**src/source/opreq_defs.svh**
```systemverilog
// Geometry of one lane's VRF and the number of operand requesters
// NR_BANKS must be a power of two and the top level expects exactly two requesters
`ifndef OPREQ_DEFS_SVH
`define OPREQ_DEFS_SVH

// Number of VRF banks
`define NR_BANKS 4

// Operand requesters, one per priority class
`define NR_OPQUEUES 2

// Data word width
`define ELEN 64

// Architectural vector registers
`define NR_VREGS 32

// 64-bit words per vector register in one lane
`define VREG_WORDS 16

// Width of the vector-length field
`define VL_WIDTH 10

`endif

```
**src/source/vrf_pkg.sv**
```systemverilog
// VRF addressing for one lane; the low address bits select the bank
`include "opreq_defs.svh"

package vrf_pkg;

  // Derived geometry
  localparam int unsigned VRF_WORDS = `NR_VREGS * `VREG_WORDS;
  localparam int unsigned ADDR_BITS = $clog2(VRF_WORDS);
  localparam int unsigned BANK_BITS = $clog2(`NR_BANKS);

  // Word address within the lane's VRF
  typedef logic [ADDR_BITS-1:0] vaddr_t;

  // Bank index, taken from the low address bits
  typedef logic [BANK_BITS-1:0] bank_sel_t;

  // Row inside a bank
  typedef logic [ADDR_BITS-BANK_BITS-1:0] vrow_t;

  // Data word and its byte enables
  typedef logic [`ELEN-1:0]   elen_t;
  typedef logic [`ELEN/8-1:0] strb_t;

endpackage

```
**src/source/opreq_pkg.sv**
```systemverilog
// Read command and requester types; vl counts elements of width eew
`include "opreq_defs.svh"

package opreq_pkg;

  // Vector register number
  typedef logic [$clog2(`NR_VREGS)-1:0] vreg_t;

  // Element count
  typedef logic [`VL_WIDTH-1:0] vlen_t;

  // Element width
  typedef enum logic [1:0] {
    EW8  = 2'd0,
    EW16 = 2'd1,
    EW32 = 2'd2,
    EW64 = 2'd3
  } vew_e;

  // Target operand queue of a read
  typedef enum logic {
    OPQ_A = 1'b0,
    OPQ_B = 1'b1
  } opqueue_e;

  // Operand requester state
  typedef enum logic {
    IDLE,
    REQUESTING
  } req_state_e;

endpackage

```
**src/source/vrf_req_if.sv**
```systemverilog
// One master's bank request; gnt comes back in the same cycle
// A master raises at most one bank_req bit and holds its payload until granted
`timescale 1ns/100ps
`include "opreq_defs.svh"

interface vrf_req_if;

  import vrf_pkg::*;
  import opreq_pkg::*;

  // One bit per bank
  logic [`NR_BANKS-1:0] bank_req;
  logic                 gnt;

  // Payload
  vrow_t    row;
  logic     wen;
  elen_t    wdata;
  strb_t    be;
  opqueue_e tgt;

  modport master (
    output bank_req,
    output row,
    output wen,
    output wdata,
    output be,
    output tgt,
    input  gnt
  );

  modport arbiter (
    input  bank_req,
    input  row,
    input  wen,
    input  wdata,
    input  be,
    input  tgt,
    output gnt
  );

endinterface

```
**src/source/operand_requester_fsm.sv**
```systemverilog
// Reads one vector register from word 0, with no vstart offset
// The element count saturates at zero, so a partial last word is still read
`timescale 1ns/100ps
`include "opreq_defs.svh"

module operand_requester_fsm #(
  parameter opreq_pkg::opqueue_e QUEUE = opreq_pkg::OPQ_A
) (
  input  logic             clk_i,
  input  logic             rst_ni,
  // Read command
  input  logic             cmd_valid_i,
  output logic             cmd_ready_o,
  input  opreq_pkg::vreg_t cmd_vs_i,
  input  opreq_pkg::vlen_t cmd_vl_i,
  input  opreq_pkg::vew_e  cmd_eew_i,
  // Operand queue
  input  logic             queue_ready_i,
  output logic             issued_o,
  // Bank request
  vrf_req_if.master        vrf
);

  import vrf_pkg::*;
  import opreq_pkg::*;

  req_state_e state_q, state_d;
  vaddr_t     addr_q, addr_d;
  vlen_t      len_q, len_d;
  vew_e       eew_q, eew_d;

  vlen_t      step;
  vlen_t      len_next;
  bank_sel_t  bank;
  logic       active;
  logic       last_word;
  logic       cmd_take;

  //////////////////////////////
  // Word request
  //////////////////////////////

  // Elements per 64-bit word
  assign step     = vlen_t'(8) >> eew_q;
  assign len_next = (len_q > step) ? len_q - step : '0;

  assign active = (state_q == REQUESTING) && queue_ready_i;
  assign bank   = bank_sel_t'(addr_q);

  always_comb begin
    vrf.bank_req       = '0;
    vrf.bank_req[bank] = active;
  end

  assign vrf.row   = vrow_t'(addr_q >> BANK_BITS);
  assign vrf.wen   = 1'b0;
  assign vrf.wdata = '0;
  assign vrf.be    = '0;
  assign vrf.tgt   = QUEUE;

  assign issued_o    = active && vrf.gnt;
  assign last_word   = issued_o && (len_next == '0);

  // Also ready on the last grant, so commands can run back to back
  assign cmd_ready_o = (state_q == IDLE) || last_word;
  assign cmd_take    = cmd_valid_i && cmd_ready_o;

  //////////////////////////////
  // Next state
  //////////////////////////////

  always_comb begin
    state_d = state_q;
    addr_d  = addr_q;
    len_d   = len_q;
    eew_d   = eew_q;

    if (issued_o) begin
      addr_d = addr_q + 1'b1;
      len_d  = len_next;
      if (last_word) begin
        state_d = IDLE;
      end
    end

    // A new command overrides the step of the finished one
    if (cmd_take) begin
      addr_d  = vaddr_t'(cmd_vs_i) << $clog2(`VREG_WORDS);
      len_d   = cmd_vl_i;
      eew_d   = cmd_eew_i;
      // Zero-length commands are acknowledged and dropped
      state_d = (cmd_vl_i != '0) ? REQUESTING : IDLE;
    end
  end

  always_ff @(posedge clk_i or negedge rst_ni) begin
    if (!rst_ni) begin
      state_q <= IDLE;
      addr_q  <= '0;
      len_q   <= '0;
      eew_q   <= EW8;
    end else begin
      state_q <= state_d;
      addr_q  <= addr_d;
      len_q   <= len_d;
      eew_q   <= eew_d;
    end
  end

endmodule

```
**src/source/result_stream_register.sv**
```systemverilog
// One-entry buffer for load-unit writes; refills in the cycle it drains
`timescale 1ns/100ps

module result_stream_register (
  input  logic            clk_i,
  input  logic            rst_ni,
  // Write result from the load unit
  input  logic            valid_i,
  output logic            ready_o,
  input  vrf_pkg::vaddr_t addr_i,
  input  vrf_pkg::elen_t  wdata_i,
  input  vrf_pkg::strb_t  be_i,
  // Write request towards the banks
  vrf_req_if.master       vrf
);

  import vrf_pkg::*;
  import opreq_pkg::*;

  logic   full_q;
  logic   load;
  vaddr_t addr_q;
  elen_t  wdata_q;
  strb_t  be_q;

  // Free when empty or when the entry is granted this cycle
  assign ready_o = !full_q || vrf.gnt;
  assign load    = valid_i && ready_o;

  always_ff @(posedge clk_i or negedge rst_ni) begin
    if (!rst_ni) begin
      full_q <= 1'b0;
    end else if (load) begin
      full_q <= 1'b1;
    end else if (vrf.gnt) begin
      full_q <= 1'b0;
    end
  end

  always_ff @(posedge clk_i) begin
    if (load) begin
      addr_q  <= addr_i;
      wdata_q <= wdata_i;
      be_q    <= be_i;
    end
  end

  always_comb begin
    vrf.bank_req                     = '0;
    vrf.bank_req[bank_sel_t'(addr_q)] = full_q;
  end

  assign vrf.row   = vrow_t'(addr_q >> BANK_BITS);
  assign vrf.wen   = 1'b1;
  assign vrf.wdata = wdata_q;
  assign vrf.be    = be_q;
  // Writes carry no queue target
  assign vrf.tgt   = OPQ_A;

endmodule

```
**src/source/vrf_bank_arbiter.sv**
```systemverilog
// One grant per bank per cycle; the high class always beats the low class
// Read and write of a class alternate on a bank only when both ask
`timescale 1ns/100ps
`include "opreq_defs.svh"

module vrf_bank_arbiter (
  input  logic                                 clk_i,
  input  logic                                 rst_ni,
  // Masters
  vrf_req_if.arbiter                           hp_rd,
  vrf_req_if.arbiter                           hp_wr,
  vrf_req_if.arbiter                           lp_rd,
  vrf_req_if.arbiter                           lp_wr,
  // VRF banks
  output logic                [`NR_BANKS-1:0] vrf_req_o,
  output vrf_pkg::vrow_t      [`NR_BANKS-1:0] vrf_row_o,
  output logic                [`NR_BANKS-1:0] vrf_wen_o,
  output vrf_pkg::elen_t      [`NR_BANKS-1:0] vrf_wdata_o,
  output vrf_pkg::strb_t      [`NR_BANKS-1:0] vrf_be_o,
  output opreq_pkg::opqueue_e [`NR_BANKS-1:0] vrf_tgt_o
);

  import vrf_pkg::*;
  import opreq_pkg::*;

  // Master slots, the read of each class on the even slot
  localparam int unsigned NR_CLASSES = 2;
  localparam int unsigned NR_MASTERS = 2 * NR_CLASSES;
  localparam int unsigned HP_RD      = 0;
  localparam int unsigned HP_WR      = 1;
  localparam int unsigned LP_RD      = 2;
  localparam int unsigned LP_WR      = 3;

  logic     [NR_MASTERS-1:0][`NR_BANKS-1:0] m_req;
  logic     [NR_MASTERS-1:0][`NR_BANKS-1:0] m_gnt;
  vrow_t    [NR_MASTERS-1:0]                m_row;
  logic     [NR_MASTERS-1:0]                m_wen;
  elen_t    [NR_MASTERS-1:0]                m_wdata;
  strb_t    [NR_MASTERS-1:0]                m_be;
  opqueue_e [NR_MASTERS-1:0]                m_tgt;

  // Set when the write of a class goes first on that bank
  logic [NR_CLASSES-1:0][`NR_BANKS-1:0] prio_q, prio_d;

  assign m_req   = {lp_wr.bank_req, lp_rd.bank_req, hp_wr.bank_req, hp_rd.bank_req};
  assign m_row   = {lp_wr.row, lp_rd.row, hp_wr.row, hp_rd.row};
  assign m_wen   = {lp_wr.wen, lp_rd.wen, hp_wr.wen, hp_rd.wen};
  assign m_wdata = {lp_wr.wdata, lp_rd.wdata, hp_wr.wdata, hp_rd.wdata};
  assign m_be    = {lp_wr.be, lp_rd.be, hp_wr.be, hp_rd.be};
  assign m_tgt   = {lp_wr.tgt, lp_rd.tgt, hp_wr.tgt, hp_rd.tgt};

  //////////////////////////////
  // Per-bank arbitration
  //////////////////////////////

  always_comb begin : p_arbitrate
    int unsigned rd;
    int unsigned wr;
    int unsigned win;
    logic        granted;

    m_gnt       = '0;
    prio_d      = prio_q;
    vrf_req_o   = '0;
    vrf_row_o   = '0;
    vrf_wen_o   = '0;
    vrf_wdata_o = '0;
    vrf_be_o    = '0;
    vrf_tgt_o   = {`NR_BANKS{OPQ_A}};

    for (int b = 0; b < `NR_BANKS; b++) begin
      granted = 1'b0;
      win     = 0;
      // Classes in priority order, the first one asking wins
      for (int c = 0; c < NR_CLASSES; c++) begin
        rd = 2 * c;
        wr = 2 * c + 1;
        if (!granted && (m_req[rd][b] || m_req[wr][b])) begin
          granted = 1'b1;
          if (m_req[rd][b] && m_req[wr][b]) begin
            win          = prio_q[c][b] ? wr : rd;
            prio_d[c][b] = !prio_q[c][b];
          end else begin
            win = m_req[wr][b] ? wr : rd;
          end
          m_gnt[win][b] = 1'b1;
        end
      end

      // Forward the winner, acknowledged in the same cycle
      vrf_req_o[b] = granted;
      if (granted) begin
        vrf_row_o[b]   = m_row[win];
        vrf_wen_o[b]   = m_wen[win];
        vrf_wdata_o[b] = m_wdata[win];
        vrf_be_o[b]    = m_be[win];
        vrf_tgt_o[b]   = m_tgt[win];
      end
    end
  end

  always_ff @(posedge clk_i or negedge rst_ni) begin
    if (!rst_ni) begin
      prio_q <= '0;
    end else begin
      prio_q <= prio_d;
    end
  end

  // Each master asks one bank at most, so the OR is its grant
  assign hp_rd.gnt = |m_gnt[HP_RD];
  assign hp_wr.gnt = |m_gnt[HP_WR];
  assign lp_rd.gnt = |m_gnt[LP_RD];
  assign lp_wr.gnt = |m_gnt[LP_WR];

endmodule

```
**src/source/operand_requester.sv**
```systemverilog
// VRF access stage for one lane: queue A and the ALU form the high class
// Queue B and the load unit form the low class; exactly two queues are supported
`timescale 1ns/100ps
`include "opreq_defs.svh"

module operand_requester (
  input  logic                                   clk_i,
  input  logic                                   rst_ni,
  // Read commands, one per operand queue
  input  logic                [`NR_OPQUEUES-1:0] cmd_valid_i,
  output logic                [`NR_OPQUEUES-1:0] cmd_ready_o,
  input  opreq_pkg::vreg_t    [`NR_OPQUEUES-1:0] cmd_vs_i,
  input  opreq_pkg::vlen_t    [`NR_OPQUEUES-1:0] cmd_vl_i,
  input  opreq_pkg::vew_e     [`NR_OPQUEUES-1:0] cmd_eew_i,
  // Operand queues
  input  logic                [`NR_OPQUEUES-1:0] operand_queue_ready_i,
  output logic                [`NR_OPQUEUES-1:0] operand_issued_o,
  // ALU results
  input  logic                                   alu_result_req_i,
  input  vrf_pkg::vaddr_t                        alu_result_addr_i,
  input  vrf_pkg::elen_t                         alu_result_wdata_i,
  input  vrf_pkg::strb_t                         alu_result_be_i,
  output logic                                   alu_result_gnt_o,
  // Load-unit results
  input  logic                                   ldu_result_req_i,
  input  vrf_pkg::vaddr_t                        ldu_result_addr_i,
  input  vrf_pkg::elen_t                         ldu_result_wdata_i,
  input  vrf_pkg::strb_t                         ldu_result_be_i,
  output logic                                   ldu_result_gnt_o,
  // VRF banks
  output logic                [`NR_BANKS-1:0]    vrf_req_o,
  output vrf_pkg::vrow_t      [`NR_BANKS-1:0]    vrf_row_o,
  output logic                [`NR_BANKS-1:0]    vrf_wen_o,
  output vrf_pkg::elen_t      [`NR_BANKS-1:0]    vrf_wdata_o,
  output vrf_pkg::strb_t      [`NR_BANKS-1:0]    vrf_be_o,
  output opreq_pkg::opqueue_e [`NR_BANKS-1:0]    vrf_tgt_opqueue_o
);

  import vrf_pkg::*;
  import opreq_pkg::*;

  vrf_req_if rd_if [`NR_OPQUEUES] ();
  vrf_req_if alu_if ();
  vrf_req_if ldu_if ();

  bank_sel_t alu_bank;
  logic      ldu_ready;

  //////////////////////////////
  // Operand requesters
  //////////////////////////////

  for (genvar q = 0; q < `NR_OPQUEUES; q++) begin : gen_requesters
    operand_requester_fsm #(
      .QUEUE(opqueue_e'(q))
    ) i_requester (
      .clk_i        (clk_i),
      .rst_ni       (rst_ni),
      .cmd_valid_i  (cmd_valid_i[q]),
      .cmd_ready_o  (cmd_ready_o[q]),
      .cmd_vs_i     (cmd_vs_i[q]),
      .cmd_vl_i     (cmd_vl_i[q]),
      .cmd_eew_i    (cmd_eew_i[q]),
      .queue_ready_i(operand_queue_ready_i[q]),
      .issued_o     (operand_issued_o[q]),
      .vrf          (rd_if[q])
    );
  end

  //////////////////////////////
  // Result writers
  //////////////////////////////

  // ALU goes straight to the arbiter
  assign alu_bank         = bank_sel_t'(alu_result_addr_i);
  assign alu_if.bank_req  = alu_result_req_i ? (`NR_BANKS'(1) << alu_bank) : '0;
  assign alu_if.row       = vrow_t'(alu_result_addr_i >> BANK_BITS);
  assign alu_if.wen       = 1'b1;
  assign alu_if.wdata     = alu_result_wdata_i;
  assign alu_if.be        = alu_result_be_i;
  assign alu_if.tgt       = OPQ_A;
  assign alu_result_gnt_o = alu_if.gnt;

  // Load unit is decoupled by one register stage
  assign ldu_result_gnt_o = ldu_result_req_i && ldu_ready;

  result_stream_register i_ldu_register (
    .clk_i  (clk_i),
    .rst_ni (rst_ni),
    .valid_i(ldu_result_req_i),
    .ready_o(ldu_ready),
    .addr_i (ldu_result_addr_i),
    .wdata_i(ldu_result_wdata_i),
    .be_i   (ldu_result_be_i),
    .vrf    (ldu_if)
  );

  vrf_bank_arbiter i_arbiter (
    .clk_i      (clk_i),
    .rst_ni     (rst_ni),
    .hp_rd      (rd_if[OPQ_A]),
    .hp_wr      (alu_if),
    .lp_rd      (rd_if[OPQ_B]),
    .lp_wr      (ldu_if),
    .vrf_req_o  (vrf_req_o),
    .vrf_row_o  (vrf_row_o),
    .vrf_wen_o  (vrf_wen_o),
    .vrf_wdata_o(vrf_wdata_o),
    .vrf_be_o   (vrf_be_o),
    .vrf_tgt_o  (vrf_tgt_opqueue_o)
  );

endmodule

```
**config.mk**
```make
export PLATFORM = sky130hd
export DESIGN_NAME = operand_requester
export DESIGN_NICKNAME = d
export VERILOG_FILES = /design/src/source/vrf_pkg.sv /design/src/source/opreq_pkg.sv /design/src/source/vrf_req_if.sv /design/src/source/operand_requester_fsm.sv /design/src/source/result_stream_register.sv /design/src/source/vrf_bank_arbiter.sv /design/src/source/operand_requester.sv
export VERILOG_INCLUDE_DIRS = /design/src /design/src/source
export SDC_FILE = /design/constraint.sdc
export NUM_CORES = 1
export LEC_CHECK = 0
export ABC_AREA = 1
export ABC_CLOCK_PERIOD_IN_PS = 7600
export BUFFER_PORTS_ARGS = -buffer_cell sky130_fd_sc_hd__buf_2
export CORE_AREA = 2 2 211 213
export DETAILED_ROUTE_END_ITERATION = 8
export DIE_AREA = 0 0 213 215
export PLACE_DENSITY = 0.63
export RECOVER_POWER = 25
export SLEW_MARGIN = 0
export SYNTH_ARGS = -nofsm -noshare
export SYNTH_HDL_FRONTEND = slang
export SYNTH_SLANG_ARGS = --single-unit
```
**constraint.sdc**
```tcl
create_clock -name clk_i -period 7.6 [get_ports clk_i]
set_input_delay 0.76 -clock clk_i [delete_from_list [all_inputs] [get_ports clk_i]]
set_output_delay 0.76 -clock clk_i [all_outputs]
set_load 0.05 [all_outputs]
```
======== Word-level counts from Yosys, hierarchy flattened ========
Index checks and enable logic that the tools add are counted.
storage, ports and cells
  output and inout port bits .............. 334
  register bits ........................... 134
  input port bits ......................... 204
  logic and storage cells ................. 305
cells by class
  bitwise logic cells ..................... 12
  shifts and indexed selects .............. 3
  add/subtract/negate cells ............... 4
  reduce and logical (&&, ||, !) cells .... 79
  $lt $le $gt $ge ......................... 28
  muxes and demuxes ....................... 159
operators with widths
  cell                  number
  $mux 32               24
  $bmux 64 s2           4
  $mux 64               8
  $lt 32x3->1 const B   12
  $ge 32x1->1 const B   8
  $mux 16               8
  $or 16x16->16         7
  $bmux 8 s2            4
  $demux 4 s2           8
  $mux 8                8
  $mux 10               6
  $bmux 7 s2            4
  $mux 7                8
  $mux 1                55
  $mux 9                4
  $logic_and 1x1->1     32
  $gt 10x10->1          2
  $logic_not 10->1      2
  $reduce_and 2->1      10
  $reduce_bool 10->1    2
  $shr 4x2->10 const A  2
  $sub 10x10->10        2
  $add 9x1->9 const B   2
  $bmux 1 s2            8
  13 further kinds      55

======== Longest topological paths before layout ========
  word-level depth ........................ 35
  depth in mapped cells ................... 18
  mapped depth without buffers ............ 18

======== Modules after synthesis ========
Synthesis repeated with hierarchy kept, for this count alone.
unflattened totals
  cell total of the unflattened synthesis .. 4,169
  area, all modules ....................... 21,595.7 µm²
by module, submodules not included
  module                                                  area each (µm²)  instances  cells an instance
  vrf_bank_arbiter                                        14,168.6         1          3,366
  result_stream_register                                  2,582.5          1          106
  operand_requester_fsm at gen_requesters[1].i_requester  2,403.6          1          344
  operand_requester_fsm at gen_requesters[0].i_requester  2,396.0          1          341
  operand_requester                                       45.0             1          12

======== Worst setup path after synthesis ========
Ideal clock, no wire load.
  path kind ............................... input to output
  start ................................... input operand_queue_ready_i[1]
  end ..................................... output ldu_result_gnt_o
  data arrival time ....................... 5.561 ns
  slack ................................... 1.279 ns
  stages .................................. 10
  required time ........................... 6.840 ns
  path through ............................ nand2_1 inv_2 nand2_1 nand2_1 nand2_4 nor2_2 inv_1 nand4_1 inv_1 nor2_1
on the way
  longest elaborated chain between the ends .. 26
  elaborated cells on any way between the ends .. 59
  those cells by class .................... order compare: 8; mux: 23; bitwise: 8; reduce/logical: 20
RTL lines
  what                                                                     line                          text
  start: declaration                                                       operand_requester.sv:16       input logic [`NR_OPQUEUES-1:0] operand_queue_ready_i,
  $logic_and 1x1->1 *                                                      operand_requester_fsm.sv:47   assign active = (state_q == REQUESTING) && queue_ready_i;
  $and 4x4->4 (no source line) *                                           -
  $logic_and 1x1->1                                                        vrf_bank_arbiter.sv:80        if (m_req[rd][b] && m_req[wr][b]) begin
  $mux 32                                                                  vrf_bank_arbiter.sv:80
  $mux 32                                                                  vrf_bank_arbiter.sv:78        if (!granted && (m_req[rd][b] || m_req[wr][b])) begin
  $ge 32x1->1 (implied by the code) / $lt 32x3->1 (equally long branches)  vrf_bank_arbiter.sv:86        m_gnt[win][b] = 1'b1;
  $logic_and 1x1->1 (implied by the code)                                  vrf_bank_arbiter.sv:86
  $mux 1 (implied by the code)                                             vrf_bank_arbiter.sv:86
  [10 not listed]                                                          -
  $mux 16                                                                  vrf_bank_arbiter.sv:78
  $or 16x16->16 (no source line)                                           -
  $mux 16                                                                  vrf_bank_arbiter.sv:78
  $or 16x16->16 (no source line)                                           -
  $mux 16 *                                                                vrf_bank_arbiter.sv:78
  $reduce_or 4->1 *                                                        vrf_bank_arbiter.sv:114       assign lp_wr.gnt = |m_gnt[LP_WR];
  $logic_or 1x1->1 *                                                       result_stream_register.sv:27  assign ready_o = !full_q || vrf.gnt;
  $logic_and 1x1->1 *                                                      operand_requester.sv:85       assign ldu_result_gnt_o = ldu_result_req_i && ldu_ready;
  end: declaration                                                         operand_requester.sv:29       output logic ldu_result_gnt_o,
Every way passes the cells marked *; elsewhere a longest branch is shown, timed or not. The select of a mux whose other input is x is not followed.

==> metrics.md <==
| Metric | Value |
|---|---|
| Peak supply drop | `0.2355 mV` |
| Hold WS | `0.4702 ns` |
| Hold WC Path Type | `reg2reg` |
| Netlist cell types | `42` |
| Crit-path cells | `nand2_1 -> inv_2 -> nand2_1 -> nand2_1 -> nand2_4 -> clkbuf_1 -> o21ai_0 -> o21ai_0 -> inv_1 -> buf_2` |
| Post-synth top flop | `edfxtp_1` |
| Slew @ Worst Pin | `3.096 ns` |
| # Max-Cap Violations | `3` |
| Rel. slew slack | `-106.4%` |
| Final Util | `36.95%` |
| FP Rows | `77` |
| # H-tree levels | `4` |
| Hold bufs inserted after CTS | `0` |
| Failing checks | `capacitance limit, slew limit` |
| Synth warn | `0` |
| CP startpoint kind | `flip-flop` |
| Largest net degree at the start of global routing | `97` |
| Cells after synthesis | `2070` |
| Setup Buffers After CTS | `0` |
| Most common cell after layout, fill and taps aside | `nand2_1` |
| Share of cells above drive strength 1 | `24.78%` |
| First-pass iteration count of the detailed router | `6` |
| I/O Buffers | `537` |
| DIE AREA | `45800 sq um` |
| Crit end category | `output port` |
| Final instance area | `16130 sq um` |
| Die Y-Extent | `215 microns` |
| Total wire length | `58.15 mm` |
| Post-DP HPWL | `43.44 mm` |
| Area occupied by multi-input gates | `6862 sq um` |
| Pwr per Cell Area | `426.8 nW/um^2` |
| Dpl cells | `3082` |
| Most frequent cells in the layout | `nand2_1, buf_2, inv_1` |
| Clk slew on worst S/H paths | `0.07 ns` |
| Root Driver | `clkbuf_16` |
| Slowest stage cell, crit path | `clkbuf_1` |
| Skew-Pair Late Insertion Delay | `0.45 ns` |
| Syn Nets | `2292` |
| ANT nets after route | `0` |
| Synth top area cells | `nand2_1, edfxtp_1, dfrtp_1` |
| CP arrival | `4.69 ns` |
| Endpoints failing setup | `0` |
| Number of flops mapped to enable cells by yosys | `81` |
| Leading area contributor after synthesis | `nand2_1` |
| # IOs | `538` |
| Placed Area | `15540 sq um` |
| Crit share post-route | `71.76%` |
| Unrepaired setup endpoints after global routing | `false` |
| Worst path bufs/invs | `4` |
| Bufs on Longest Clock Path | `2` |
| # fillers | `4775` |
| Final cell count without fillers | `3121` |
| Worst clock skew | `0.007610 ns` |
| Total number of vias | `15670` |
| Setup TNS | `0 ns` |
| Global route total overflow | `0` |
| Layout Nets | `2731` |
| Cell Area, Synth | `12620 sq um` |
| Synthesis-stage register bit count | `134` |
| DRT iter0 DRCs | `1649` |
| Family with the most delay on the worst path | `buffers and inverters` |
| DRC violations left | `0` |
| CTS sink cnt | `134` |
| Antenna violations before repair | `10` |
| Crit Path Category | `reg2out` |
| Starting Density | `28.93%` |
| Core box area | `43640 sq um` |
| DR vias/cell | `5.019` |
| Crit path top cell by count | `nand2_1` |
| Post-cts sizing count | `0` |
| Leak | `9.692 nW` |
| Seq/Total Area, Yosys | `29.77%` |
| Maximum clock frequency | `183.4 MHz` |
| Async SR Flop Fraction | `39.55%` |
| Final Max Tran Viols | `109` |
| Register Area | `3759 sq um` |
| Post-layout min period | `5.453 ns` |
| Die W | `213 microns` |
| First-pass GRT wire length | `86.51 mm` |
| Share of the synthesized area in the top cell type | `20.93%` |
| CP required | `6.84 ns` |
| Syn Area/Cell | `6.099 sq um` |
| GP Congestion | `1.007` |
| CTS tree | `done` |
| GRT Util Overall | `24.66%` |
| Max incr delay on CP | `1.73 ns` |
| Total CTS buffers | `17` |
| Max FO, Critical Path | `46` |
| Status | `finished with violations` |
| Final hold vios | `0` |
| Vias in the first global route | `14230` |
| Wire per inst | `18.63 microns` |
| Area growth from synthesis to layout | `27.75%` |
## layout make-up
type	count	area share (%)
diodes	7	0.1086
clock buffers	19	2.948
well taps	592	4.593
multi-input cells	1449	42.54
inverters	356	8.301
flip-flops and latches	134	23.30
clock inverters	13	0.9775
repair buffers	551	17.22
## final timing paths
path,startpoint,to,slack [ns],cells past startpoint
setup / recovery,gen_requesters[1].i_requester.state_q$_DFFE_PN0P_,vrf_row_o[12],2.15,10
hold / removal,i_arbiter.prio_q[7]$_DFFE_PN0P_,i_arbiter.prio_q[7]$_DFFE_PN0P_,0.47,1
setup reg to reg,gen_requesters[1].i_requester.state_q$_DFFE_PN0P_,i_ldu_register.addr_q[0]$_DFFE_PP_,3.48,12
hold reg to reg,i_arbiter.prio_q[7]$_DFFE_PN0P_,i_arbiter.prio_q[7]$_DFFE_PN0P_,0.47,1
max in group asynchronous,rst_ni,gen_requesters[0].i_requester.len_q[4]$_DFFE_PN0P_,4.43,2
min in group asynchronous,rst_ni,gen_requesters[1].i_requester.eew_q[0]$_DFFE_PN0P_,1.41,2
## metal layers
metal / global-route usage (%) / part of all wire [%] / wire [microns]
met2: 39.40 / 46 / 26900
met5: 0 / 0.040 / 23
met1: 32.41 / 43 / 24780
met4: 10.49 / 3.3 / 1913
met3: 4.589 / 7.8 / 4532
## report_power, final
part / switching, mW / internal, mW / total [mW]
registers: 0.210 / 1.05 / 1.26
clock network: 0.381 / 0.533 / 0.914
logic: 3.61 / 1.10 / 4.71
total: 4.21 / 2.68 / 6.88
## synthesized netlist by cell type, types with 12 or more instances
library cell	instances
a21oi_1	168
buf_2	51
clkbuf_1	57
dfrtp_1	53
edfxtp_1	81
ha_1	16
inv_1	346
nand2_1	704
nand3_1	119
nand3_2	13
nand4_1	12
nor2_1	66
nor3_1	18
o211ai_1	31
o21ai_0	219
xor2_1	24
## sequential cells by signal, indices dropped and copies added (netlist names)
name / count
gen_requesters.i_requester.addr_q: 18
gen_requesters.i_requester.eew_q: 4
gen_requesters.i_requester.len_q: 20
gen_requesters.i_requester.state_q: 2
i_arbiter.prio_q: 8
i_ldu_register.addr_q: 9
i_ldu_register.full_q: 1
i_ldu_register.vrf.be: 8
i_ldu_register.vrf.wdata: 64
## stage by stage
| stage | power (mW) | setup slack (ns) |
|---|---|---|
| floorplan | 4.755 | 1.279 |
| global placement | 5.924 | 2.926 |
| finish | 6.883 | 2.147 |
| detailed placement | 5.959 | 2.859 |
| CTS | 6.895 | 2.355 |
| global route | 7.380 | 1.945 |
## kinds of logic after synthesis
family | share of synthesized area (%)
AND/OR/NAND/NOR | 32.04
buffers and inverters | 15.74
AO/OA/AOI/OAI | 18.81
flip-flops | 29.77
XOR/XNOR | 1.734
adder cells (fa/ha/maj) | 1.903
## worst register-to-register path: stages, from the launching register on
cell	delay, ns
dfrtp_1	0.77
nand2_1	0.18
inv_2	0.10
nand2_1	0.08
nand2_1	0.17
nand2_4	0.37
nor2_1	0.37
inv_1	0.10
nand4_1	0.15
inv_1	0.09
nor2_4	0.16
buf_4	0.56
buf_4	0.61
Note: power is estimated with default switching activity, not from simulation.
